`config.mk`:
```
export PLATFORM = sky130hd
export DESIGN_NAME = qeciphy_serdes
export DESIGN_NICKNAME = d
export VERILOG_FILES = /design/src/design/qeciphy_pkg.sv /design/src/design/qeciphy_tx_64b_to_32b.sv /design/src/design/qeciphy_lane_model.sv /design/src/design/qeciphy_rx_bytealigner.sv /design/src/design/qeciphy_rx_32b_to_64b.sv /design/src/design/qeciphy_serdes.sv
export SDC_FILE = /design/constraint.sdc
export NUM_CORES = 1
export LEC_CHECK = 0
export ABC_AREA = 1
export CORE_MARGIN = 4
export CORE_UTILIZATION = 55
export DETAILED_ROUTE_END_ITERATION = 7
export DONT_BUFFER_PORTS = 1
export PLACE_DENSITY = 0.7
export SLEW_MARGIN = 0
export SYNTH_ARGS = -nofsm -noshare
export SYNTH_HDL_FRONTEND = slang
export SYNTH_SLANG_ARGS = --single-unit
```
`constraint.sdc`:
```
create_clock -name clk_i -period 4.1 [get_ports clk_i]
set_clock_uncertainty 0.05 [all_clocks]
set_input_delay 0.615 -clock clk_i [delete_from_list [all_inputs] [get_ports clk_i]]
set_output_delay 0.615 -clock clk_i [all_outputs]
set_load 0.05 [all_outputs]
```
`src/design/qeciphy_pkg.sv`:
```
// Shared widths, control slot constants and FSM state types for the QEC PHY SERDES.
// Imported by the RTL modules and the testbench.
package qeciphy_pkg;

   // ==================================================
   // Datapath widths
   // ==================================================
   localparam int DATA_W = 64;  // Protocol word
   localparam int LANE_W = 32;  // Lane word, half a protocol word

   // ==================================================
   // Control slot
   // ==================================================
   // Upper half of the control slot, used for byte alignment
   // Aperiodic, so no rotation matches itself
   localparam logic [LANE_W-1:0] COMMA_WORD = 32'h5A3C_0F17;  // 16 ones

   // Lower half of the control slot, marks the frame boundary
   // Odd popcount, so it is never a rotation of the comma
   localparam logic [LANE_W-1:0] FAW_WORD = 32'hF628_D0E4;  // 15 ones

   // ==================================================
   // FSM states
   // ==================================================
   // Byte aligner
   typedef enum logic [2:0] {
      ALN_HUNT   = 3'd0,  // Scan a window for the comma
      ALN_SLIDE  = 3'd1,  // One-cycle slide request
      ALN_WAIT   = 3'd2,  // Lane busy after slide
      ALN_LOCKED = 3'd3,  // Two commas at the right distance
      ALN_FAIL   = 3'd4   // Out of slides, sticky until reset
   } aln_state_e;

   // Word aligner
   typedef enum logic {
      WA_SEARCH = 1'b0,  // Look for COMMA then FAW
      WA_LOCKED = 1'b1   // Pair phase fixed
   } wa_state_e;

endpackage

```
`src/design/qeciphy_tx_64b_to_32b.sv`:
```
// TX gearbox: takes one 64-bit word per slot and sends it as two 32-bit lane words.
// Every TX_PATTERN_LENGTH-th slot carries COMMA_WORD and FAW_WORD instead of data.
`timescale 1ns/1ps

module qeciphy_tx_64b_to_32b
   import qeciphy_pkg::*;
#(
   parameter int TX_PATTERN_LENGTH = 16  // Slots between control slots
) (
   input  logic              clk_i,
   input  logic              rst_n_i,
   input  logic [DATA_W-1:0] tx_tdata_i,     // Sampled when tx_take_o is high
   output logic              tx_take_o,      // Data slot, phase 0
   output logic [LANE_W-1:0] tx_lane_word_o  // Registered lane word
);

   localparam int SLOT_W = (TX_PATTERN_LENGTH > 1) ? $clog2(TX_PATTERN_LENGTH) : 1;

   logic              phase_q;    // 0 = upper half cycle
   logic [SLOT_W-1:0] slot_q;     // Slot index within the pattern
   logic              ctrl_slot;  // Slot 0 is the control slot
   logic [LANE_W-1:0] low_q;      // Lower half held for phase 1

   assign ctrl_slot = (slot_q == '0);
   assign tx_take_o = !phase_q && !ctrl_slot;  // Low during reset, slot 0 is control

   // ==================================================
   // Phase and slot counters
   // ==================================================
   always_ff @(posedge clk_i) begin
      if (!rst_n_i) begin
         phase_q <= 1'b0;
         slot_q  <= '0;
      end else begin
         phase_q <= ~phase_q;
         if (phase_q) begin  // Slot ends after the lower half
            if (slot_q == SLOT_W'(TX_PATTERN_LENGTH - 1)) slot_q <= '0;
            else slot_q <= slot_q + 1'b1;
         end
      end
   end

   // ==================================================
   // Half-word shifter
   // ==================================================
   always_ff @(posedge clk_i) begin
      if (!phase_q) begin
         if (ctrl_slot) begin
            tx_lane_word_o <= COMMA_WORD;  // Comma first
            low_q          <= FAW_WORD;
         end else begin
            tx_lane_word_o <= tx_tdata_i[DATA_W-1 -: LANE_W];  // Upper half first
            low_q          <= tx_tdata_i[LANE_W-1:0];
         end
      end else begin
         tx_lane_word_o <= low_q;
      end
   end

   // Source sees at most one take per slot
   a_take_spaced : assert property (@(posedge clk_i) disable iff (!rst_n_i)
      tx_take_o |=> !tx_take_o);

endmodule

```
`src/design/qeciphy_lane_model.sv`:
```
// Behavioral serial lane: delays the bit stream by a slip offset, 2 cycles latency.
// A slide pulse while idle moves the offset by one bit, then the lane is busy 4 cycles.
`timescale 1ns/1ps

module qeciphy_lane_model
   import qeciphy_pkg::*;
#(
   parameter int unsigned LANE_SLIP = 13  // Initial bit offset, 0..31
) (
   input  logic              clk_i,
   input  logic              rst_n_i,
   input  logic [LANE_W-1:0] lane_word_i,  // From the TX gearbox
   input  logic              slide_i,      // One-cycle slide request
   output logic [LANE_W-1:0] lane_word_o,  // Slipped word
   output logic              slide_rdy_o   // Lane idle
);

   localparam int OFS_W  = $clog2(LANE_W);
   localparam int BUSY_W = 3;
   localparam logic [BUSY_W-1:0] BUSY_CYCLES = 3'd4;  // Slide settling time

   logic [LANE_W-1:0]   cur_q;     // Newest word
   logic [LANE_W-1:0]   prev_q;    // Word before it
   logic [2*LANE_W-1:0] hist;      // Two-word bit history, oldest bit at the top
   logic [OFS_W-1:0]    offset_q;  // Bits of extra delay
   logic [BUSY_W-1:0]   busy_q;    // Cycles left until idle

   // History shift, payload only
   always_ff @(posedge clk_i) begin
      cur_q  <= lane_word_i;
      prev_q <= cur_q;
   end

   assign hist = {prev_q, cur_q};

   // Offset 0 gives prev_q, each step pulls one bit later
   assign lane_word_o = hist[(2*LANE_W-1) - offset_q -: LANE_W];

   // ==================================================
   // Slide control
   // ==================================================
   always_ff @(posedge clk_i) begin
      if (!rst_n_i) begin
         offset_q <= OFS_W'(LANE_SLIP);
         busy_q   <= '0;
      end else if (slide_i && slide_rdy_o) begin
         offset_q <= offset_q + 1'b1;  // Wraps mod 32
         busy_q   <= BUSY_CYCLES;
      end else if (busy_q != '0) begin
         busy_q <= busy_q - 1'b1;
      end
   end

   assign slide_rdy_o = (busy_q == '0);

   // Aligner must wait for the lane to settle
   a_slide_when_rdy : assert property (@(posedge clk_i) disable iff (!rst_n_i)
      slide_i |-> slide_rdy_o);

endmodule

```
`src/design/qeciphy_rx_bytealigner.sv`:
```
// RX stage 1: hunts for COMMA_WORD in the lane stream and slides the lane until it
// sees two commas one pattern apart. Gives up after MAX_SLIDES slides.
`timescale 1ns/1ps

module qeciphy_rx_bytealigner
   import qeciphy_pkg::*;
#(
   parameter int TX_PATTERN_LENGTH = 16,  // Slots between control slots
   parameter int MAX_SLIDES        = 40   // Slides before giving up
) (
   input  logic              clk_i,
   input  logic              rst_n_i,
   input  logic [LANE_W-1:0] lane_word_i,
   input  logic              slide_rdy_i,   // Lane idle
   output logic              slide_o,       // One-cycle slide pulse
   output logic              align_done_o,  // Byte aligned
   output logic              align_fail_o   // Sticky failure
);

   localparam int WIN_LEN   = 2*TX_PATTERN_LENGTH + 2;  // Words per hunt window
   localparam int COMMA_GAP = 2*TX_PATTERN_LENGTH;      // Lane words between commas
   localparam int WIN_W     = $clog2(WIN_LEN);
   localparam int GAP_W     = $clog2(COMMA_GAP + 1);
   localparam int SLD_W     = $clog2(MAX_SLIDES + 1);

   aln_state_e        state_q;
   logic [WIN_W-1:0]  win_cnt_q;    // Position in window
   logic [GAP_W-1:0]  gap_cnt_q;    // Words since last comma
   logic              seen_q;       // A comma is being tracked
   logic              win_hit_q;    // Comma in this window
   logic [SLD_W-1:0]  slide_cnt_q;  // Slides so far
   logic              comma_det;
   logic              pair_ok;      // Second comma at the expected distance
   logic              win_end;

   assign comma_det = (lane_word_i == COMMA_WORD);
   assign pair_ok   = comma_det && seen_q && (gap_cnt_q == GAP_W'(COMMA_GAP));
   assign win_end   = (win_cnt_q == WIN_W'(WIN_LEN - 1));

   // ==================================================
   // Alignment FSM
   // ==================================================
   always_ff @(posedge clk_i) begin
      if (!rst_n_i) begin
         state_q     <= ALN_HUNT;
         win_cnt_q   <= '0;
         gap_cnt_q   <= '0;
         seen_q      <= 1'b0;
         win_hit_q   <= 1'b0;
         slide_cnt_q <= '0;
      end else begin
         case (state_q)
            ALN_HUNT: begin
               win_cnt_q <= win_cnt_q + 1'b1;
               // Track the distance from the last comma
               if (comma_det) begin
                  seen_q    <= 1'b1;
                  gap_cnt_q <= GAP_W'(1);
                  win_hit_q <= 1'b1;
               end else if (seen_q) begin
                  if (gap_cnt_q == GAP_W'(COMMA_GAP)) seen_q <= 1'b0;  // Missed one
                  else gap_cnt_q <= gap_cnt_q + 1'b1;
               end
               if (pair_ok) begin
                  state_q <= ALN_LOCKED;
               end else if (win_end) begin
                  win_cnt_q <= '0;
                  win_hit_q <= 1'b0;
                  // A comma in the window means keep hunting here
                  if (!(win_hit_q || comma_det)) begin
                     if (slide_cnt_q == SLD_W'(MAX_SLIDES)) state_q <= ALN_FAIL;
                     else state_q <= ALN_SLIDE;
                  end
               end
            end
            ALN_SLIDE: begin
               slide_cnt_q <= slide_cnt_q + 1'b1;
               state_q     <= ALN_WAIT;  // Lane drops rdy next cycle
            end
            ALN_WAIT: begin
               if (slide_rdy_i) begin  // Fresh window at the new offset
                  state_q   <= ALN_HUNT;
                  win_cnt_q <= '0;
                  win_hit_q <= 1'b0;
                  seen_q    <= 1'b0;
               end
            end
            ALN_LOCKED: state_q <= ALN_LOCKED;  // Held until reset
            ALN_FAIL:   state_q <= ALN_FAIL;
            default:    state_q <= ALN_HUNT;
         endcase
      end
   end

   assign slide_o      = (state_q == ALN_SLIDE);
   assign align_done_o = (state_q == ALN_LOCKED);
   assign align_fail_o = (state_q == ALN_FAIL);

   a_done_xor_fail : assert property (@(posedge clk_i) disable iff (!rst_n_i)
      !(align_done_o && align_fail_o));

endmodule

```
`src/design/qeciphy_rx_32b_to_64b.sv`:
```
// RX stage 2: finds the COMMA/FAW pair to fix the half-word phase, then rebuilds
// 64-bit words. Control pairs are dropped; valid_o marks each data word.
`timescale 1ns/1ps

module qeciphy_rx_32b_to_64b
   import qeciphy_pkg::*;
(
   input  logic              clk_i,
   input  logic              rst_n_i,
   input  logic              byte_aligned_i,  // Releases the FSM
   input  logic [LANE_W-1:0] lane_word_i,     // Byte-aligned lane word
   output logic [DATA_W-1:0] tdata_64b_o,
   output logic              valid_o,         // One cycle per data word
   output logic              aligned_o        // Pair phase found
);

   wa_state_e         state_q;
   logic              wa_rst_n;     // Held until byte alignment
   logic [LANE_W-1:0] prev_word_q;  // Previous lane word
   logic              pair_ph_q;    // 1 = current word is the lower half
   logic              ctrl_pair;

   assign wa_rst_n  = rst_n_i & byte_aligned_i;
   assign ctrl_pair = (prev_word_q == COMMA_WORD) && (lane_word_i == FAW_WORD);

   always_ff @(posedge clk_i) begin
      prev_word_q <= lane_word_i;
   end

   // ==================================================
   // Word alignment FSM
   // ==================================================
   always_ff @(posedge clk_i) begin
      if (!wa_rst_n) begin
         state_q   <= WA_SEARCH;
         pair_ph_q <= 1'b0;
         valid_o   <= 1'b0;
      end else begin
         valid_o <= 1'b0;
         case (state_q)
            WA_SEARCH: begin
               if (ctrl_pair) begin  // FAW closes a pair
                  state_q   <= WA_LOCKED;
                  pair_ph_q <= 1'b0;  // Next word is an upper half
               end
            end
            WA_LOCKED: begin
               pair_ph_q <= ~pair_ph_q;
               if (pair_ph_q && !ctrl_pair) valid_o <= 1'b1;  // Drop control pairs
            end
            default: state_q <= WA_SEARCH;
         endcase
      end
   end

   // Assemble on the lower half, upper half came first
   always_ff @(posedge clk_i) begin
      if (pair_ph_q) tdata_64b_o <= {prev_word_q, lane_word_i};
   end

   assign aligned_o = (state_q == WA_LOCKED);

   // No output word before both alignment stages are done
   a_valid_aligned : assert property (@(posedge clk_i) disable iff (!rst_n_i)
      valid_o |-> (aligned_o && byte_aligned_i));

endmodule

```
`src/design/qeciphy_serdes.sv`:
```
// Top level of the QEC PHY SERDES datapath: TX gearbox, lane model and RX aligners.
// Single clock at the lane word rate; parameters are passed down from here.
`timescale 1ns/1ps

module qeciphy_serdes
   import qeciphy_pkg::*;
#(
   parameter int TX_PATTERN_LENGTH = 16,  // Control slot period in slots
   parameter int LANE_SLIP         = 13,  // Initial lane bit offset
   parameter int MAX_SLIDES        = 40   // Byte aligner slide budget
) (
   input  logic              clk_i,
   input  logic              rst_n_i,
   input  logic [DATA_W-1:0] tx_tdata_i,
   output logic              tx_take_o,
   output logic [DATA_W-1:0] rx_tdata_o,
   output logic              rx_valid_o,
   output logic              rx_byte_aligned_o,
   output logic              rx_align_fail_o,
   output logic              rx_datapath_aligned_o
);

   logic [LANE_W-1:0] tx_lane_word;  // TX gearbox to lane
   logic [LANE_W-1:0] rx_lane_word;  // Lane to both aligners
   logic              slide;
   logic              slide_rdy;

   // ==================================================
   // TX and lane
   // ==================================================
   qeciphy_tx_64b_to_32b #(
      .TX_PATTERN_LENGTH(TX_PATTERN_LENGTH)
   ) i_tx_64b_to_32b (
      .clk_i         (clk_i),
      .rst_n_i       (rst_n_i),
      .tx_tdata_i    (tx_tdata_i),
      .tx_take_o     (tx_take_o),
      .tx_lane_word_o(tx_lane_word)
   );

   qeciphy_lane_model #(
      .LANE_SLIP(LANE_SLIP)
   ) i_lane_model (
      .clk_i      (clk_i),
      .rst_n_i    (rst_n_i),
      .lane_word_i(tx_lane_word),
      .slide_i    (slide),
      .lane_word_o(rx_lane_word),
      .slide_rdy_o(slide_rdy)
   );

   // ==================================================
   // RX alignment
   // ==================================================
   qeciphy_rx_bytealigner #(
      .TX_PATTERN_LENGTH(TX_PATTERN_LENGTH),
      .MAX_SLIDES       (MAX_SLIDES)
   ) i_rx_bytealigner (
      .clk_i       (clk_i),
      .rst_n_i     (rst_n_i),
      .lane_word_i (rx_lane_word),
      .slide_rdy_i (slide_rdy),
      .slide_o     (slide),
      .align_done_o(rx_byte_aligned_o),  // Also releases the word aligner
      .align_fail_o(rx_align_fail_o)
   );

   qeciphy_rx_32b_to_64b i_rx_32b_to_64b (
      .clk_i         (clk_i),
      .rst_n_i       (rst_n_i),
      .byte_aligned_i(rx_byte_aligned_o),
      .lane_word_i   (rx_lane_word),
      .tdata_64b_o   (rx_tdata_o),
      .valid_o       (rx_valid_o),
      .aligned_o     (rx_datapath_aligned_o)
   );

endmodule

```
==> summary.txt <==
Mapped Avg Cell Area: 8.70 um2
initial core utilization: 55.8%
CP Class: reg -> reg
total CTS buffers: 25
Synth Instances: 1,344
Main synth FF type: dfxtp_1
Seq/Total Area, Yosys: 53.2%
dpl ws: 0.852 ns
initial antenna violation count: 0
maximum clock frequency: 301 MHz
Worst slew margin: 28.4%
Internal: 4.37 mW
crit path max-delay cell type: dfxtp_2
RSZ-0062 raised after global routing: no
initial DRC count: 1,049
post-synth top area cell: dfxtp_1
Syn. warnings: 0
CP startpoint kind: flop
most common cell in the netlist: nand3_1
nets@finish: 1,396
Max Slew Vio Count: 0
clock sinks: 263
synth top area cells: dfxtp_1 29%, edfxtp_1 25%, nand3_1 14%, nand2_1 10%, inv_1 2.7%
worst r2r path cells: 16
Clk pwr share: 36.1%
Worst path max stage delay: 0.70 ns
leakage: 5.25 nW
Yosys cell types: 41
num rows: 53
Levels on crit path: 16
Tot Pwr: 5.84 mW
Clock transition at path regs: 0.06 ns
synthesized cell area: 0.0117 mm2
Min-Delay Path Class: in -> reg
hold buffers post-CTS: 0
DP HPWL: 20,500 um
Area Overhead vs Synth: 6.97%
multi-input combinational cell area: 0.00471 mm2
Worst Path Required: 4.41 ns
H-tree Lvls: 1
worst ir drop on vdd: 0.422 mV
final WL: 28,200 um
Combinational Power Share: 11.0%
drt first pass iters: 7
setup repair bufs after CTS: 0
CP Max Fanout: 42
# IOs: 135
final setup fails: 0
post-route ant nets: 0
Synthesized Nets: 1,421
CTS tree: yes
period utilization: 80.9%
Die H: 154 um
CP Cell Sequence: buf_4 -> nand2_1 -> nand3_2 -> nand3_2 -> nand3_2 -> nand3_1 -> nand2_1 -> nand2_1 -> nor2_1 -> nand2_1 -> nor2_4 -> nand2_4 -> o21ai_4 -> nand2_4 -> nand2_1 -> a21oi_1
Critical Path AT: 3.63 ns
Worst Path Buf+Inv: 1
# diodes: 0
Switching Fraction: 25.1%
asr flop ratio synth: 0%
FF+latch area: 0.00623 mm2
All-Layer GR Usage: 23.4%
Longest Clk Path Bufs: 3
Via density: 5.73
total grt overflow: 0
CTS resizes: 0
first-pass GRT wire length: 45,000 um
hold slack: 0.136 ns
gpl congestion: 0.923
Final Hold Fails: 0
power per cell area: 466 mW/mm2
Setup TNS: 0 ns
Vias: 9,238
Yosys top cell area share: 28.6%
Worst-Margin Slew: 1.07 ns
fin crit period: 3.32 ns
Die X: 154 um
Clock Latency Late Sink: 0.52 ns
# port buffers: 0
DRC Markers: 0
Fillers: 1,862
sw power: 1.46 mW
largest net degree at the start of global routing: 65
DR WL/cell: 17.5 um
layout cell share with drive strength beyond 1: 10.5%
Seq cells post-synth: 263
vias in the first global route: 8,642
Final WS setup: 0.782 ns
crit-path leading delay family: simple AND/OR/NAND/NOR gates
Hold Path Depth: 1
die area: 0.0237 mm2
most used cell, CP: nand2_1
maximum capacitance violations: 0
EDFF count, synth: 96
Crit. End Element: flop
list of most frequent post-synthesis cells: 322 x nand3_1, 320 x nand2_1, 167 x dfxtp_1
root buffer cell: clkbuf_16
Core Area: 0.0210 mm2
status: completed
Reg power frac: 52.8%
==> per-stage QoR <==
step           instance area (um2)  instances  utilization, %
2_1_floorplan                11700       1344               -
3_3_place_gp                 11800       1567            56.1
3_5_place_dp                 11800       1567            56.1
4_1_cts                      12500       1613            59.7
5_1_grt                      12500       1613            59.7
6_report                     12500       1613            59.7
==> logic make-up after synthesis <==
family,synth area share (%)
AOI/OAI and AO/OA,4.53
and+or+nand+nor,33.8
buffers and inverters,6.56
DFF,53.2
xor gates and xnor gates,0.674
adders and majority gates,1.18
==> area by class of cell <==
cell class	instances	share of cell area (%)
clock buffers	34	5.35
well taps	275	2.75
clock inverters	12	0.730
inverters	91	2.83
multi-input cells	924	37.6
flip-flops and latches	263	49.8
repair buffers	14	0.940
==> power groups by stage <==
| stage | combinational [mW] | clock (mW) | sequential, mW |
|---|---|---|---|
| 3_5_place_dp | 0.633 | 0 | 3.14 |
| 3_3_place_gp | 0.625 | 0 | 3.13 |
| 5_1_grt | 0.729 | 2.29 | 3.10 |
| 6_report | 0.642 | 2.11 | 3.08 |
| 2_1_floorplan | 0.483 | 0 | 3.08 |
| 4_1_cts | 0.638 | 2.16 | 3.08 |
==> cells in the final DEF (no fill, tap or decap), types with 6 or more instances in the layout <==
cell type and count:
ha_1 11, a21oi_1 31, xor2_1 6, nor4_1 6, buf_4 13, o22a_1 16, nand2_4 11, dfxtp_1 164
inv_1 85, nand4_1 13, nand2_1 320, nor3_1 11, o21ai_0 11, nor2_1 66, or2_2 16, nand3_1 322
edfxtp_1 96, clkbuf_16 25, nand2_2 20, clkbuf_1 8, nand3_2 30, clkinv_2 8, a22o_1 16
==> state kept, by name, indices dropped and copies added, names as in the netlist, 3 cells and up <==
| signal | count |
|---|---|
| i_rx_bytealigner.slide_cnt_q | 6 |
| i_lane_model.cur_q | 32 |
| i_rx_bytealigner.state_q | 3 |
| i_lane_model.prev_q | 32 |
| i_rx_32b_to_64b.tdata_64b_o | 64 |
| i_rx_32b_to_64b.prev_word_q | 32 |
| i_tx_64b_to_32b.slot_q | 4 |
| i_rx_bytealigner.gap_cnt_q | 6 |
| i_rx_bytealigner.win_cnt_q | 6 |
| i_lane_model.busy_q | 3 |
| i_lane_model.offset_q | 5 |
| i_tx_64b_to_32b.low_q | 32 |
| i_tx_64b_to_32b.tx_lane_word_o | 32 |
==> worst paths after layout <==
check,from,endpoint,slack (ns)
max,i_lane_model.offset_q[0],i_rx_bytealigner.gap_cnt_q[5],0.78
min,rst_n_i,i_lane_model.offset_q[0],0.14
max reg2reg,i_lane_model.offset_q[0],i_rx_bytealigner.gap_cnt_q[5],0.78
min reg2reg,i_tx_64b_to_32b.tx_lane_word_o[22],i_lane_model.cur_q[22],0.27
==> per-layer routing <==
layer	vias up	share of wire [%]	GRT usage, %
met5	-	0	0
met3	61	8.2	4.76
met1	4228	43	32.5
li1	4492	-	-
met4	0	3.2	7.23
met2	457	46	37.2
(Power assumes the default switching activity.)
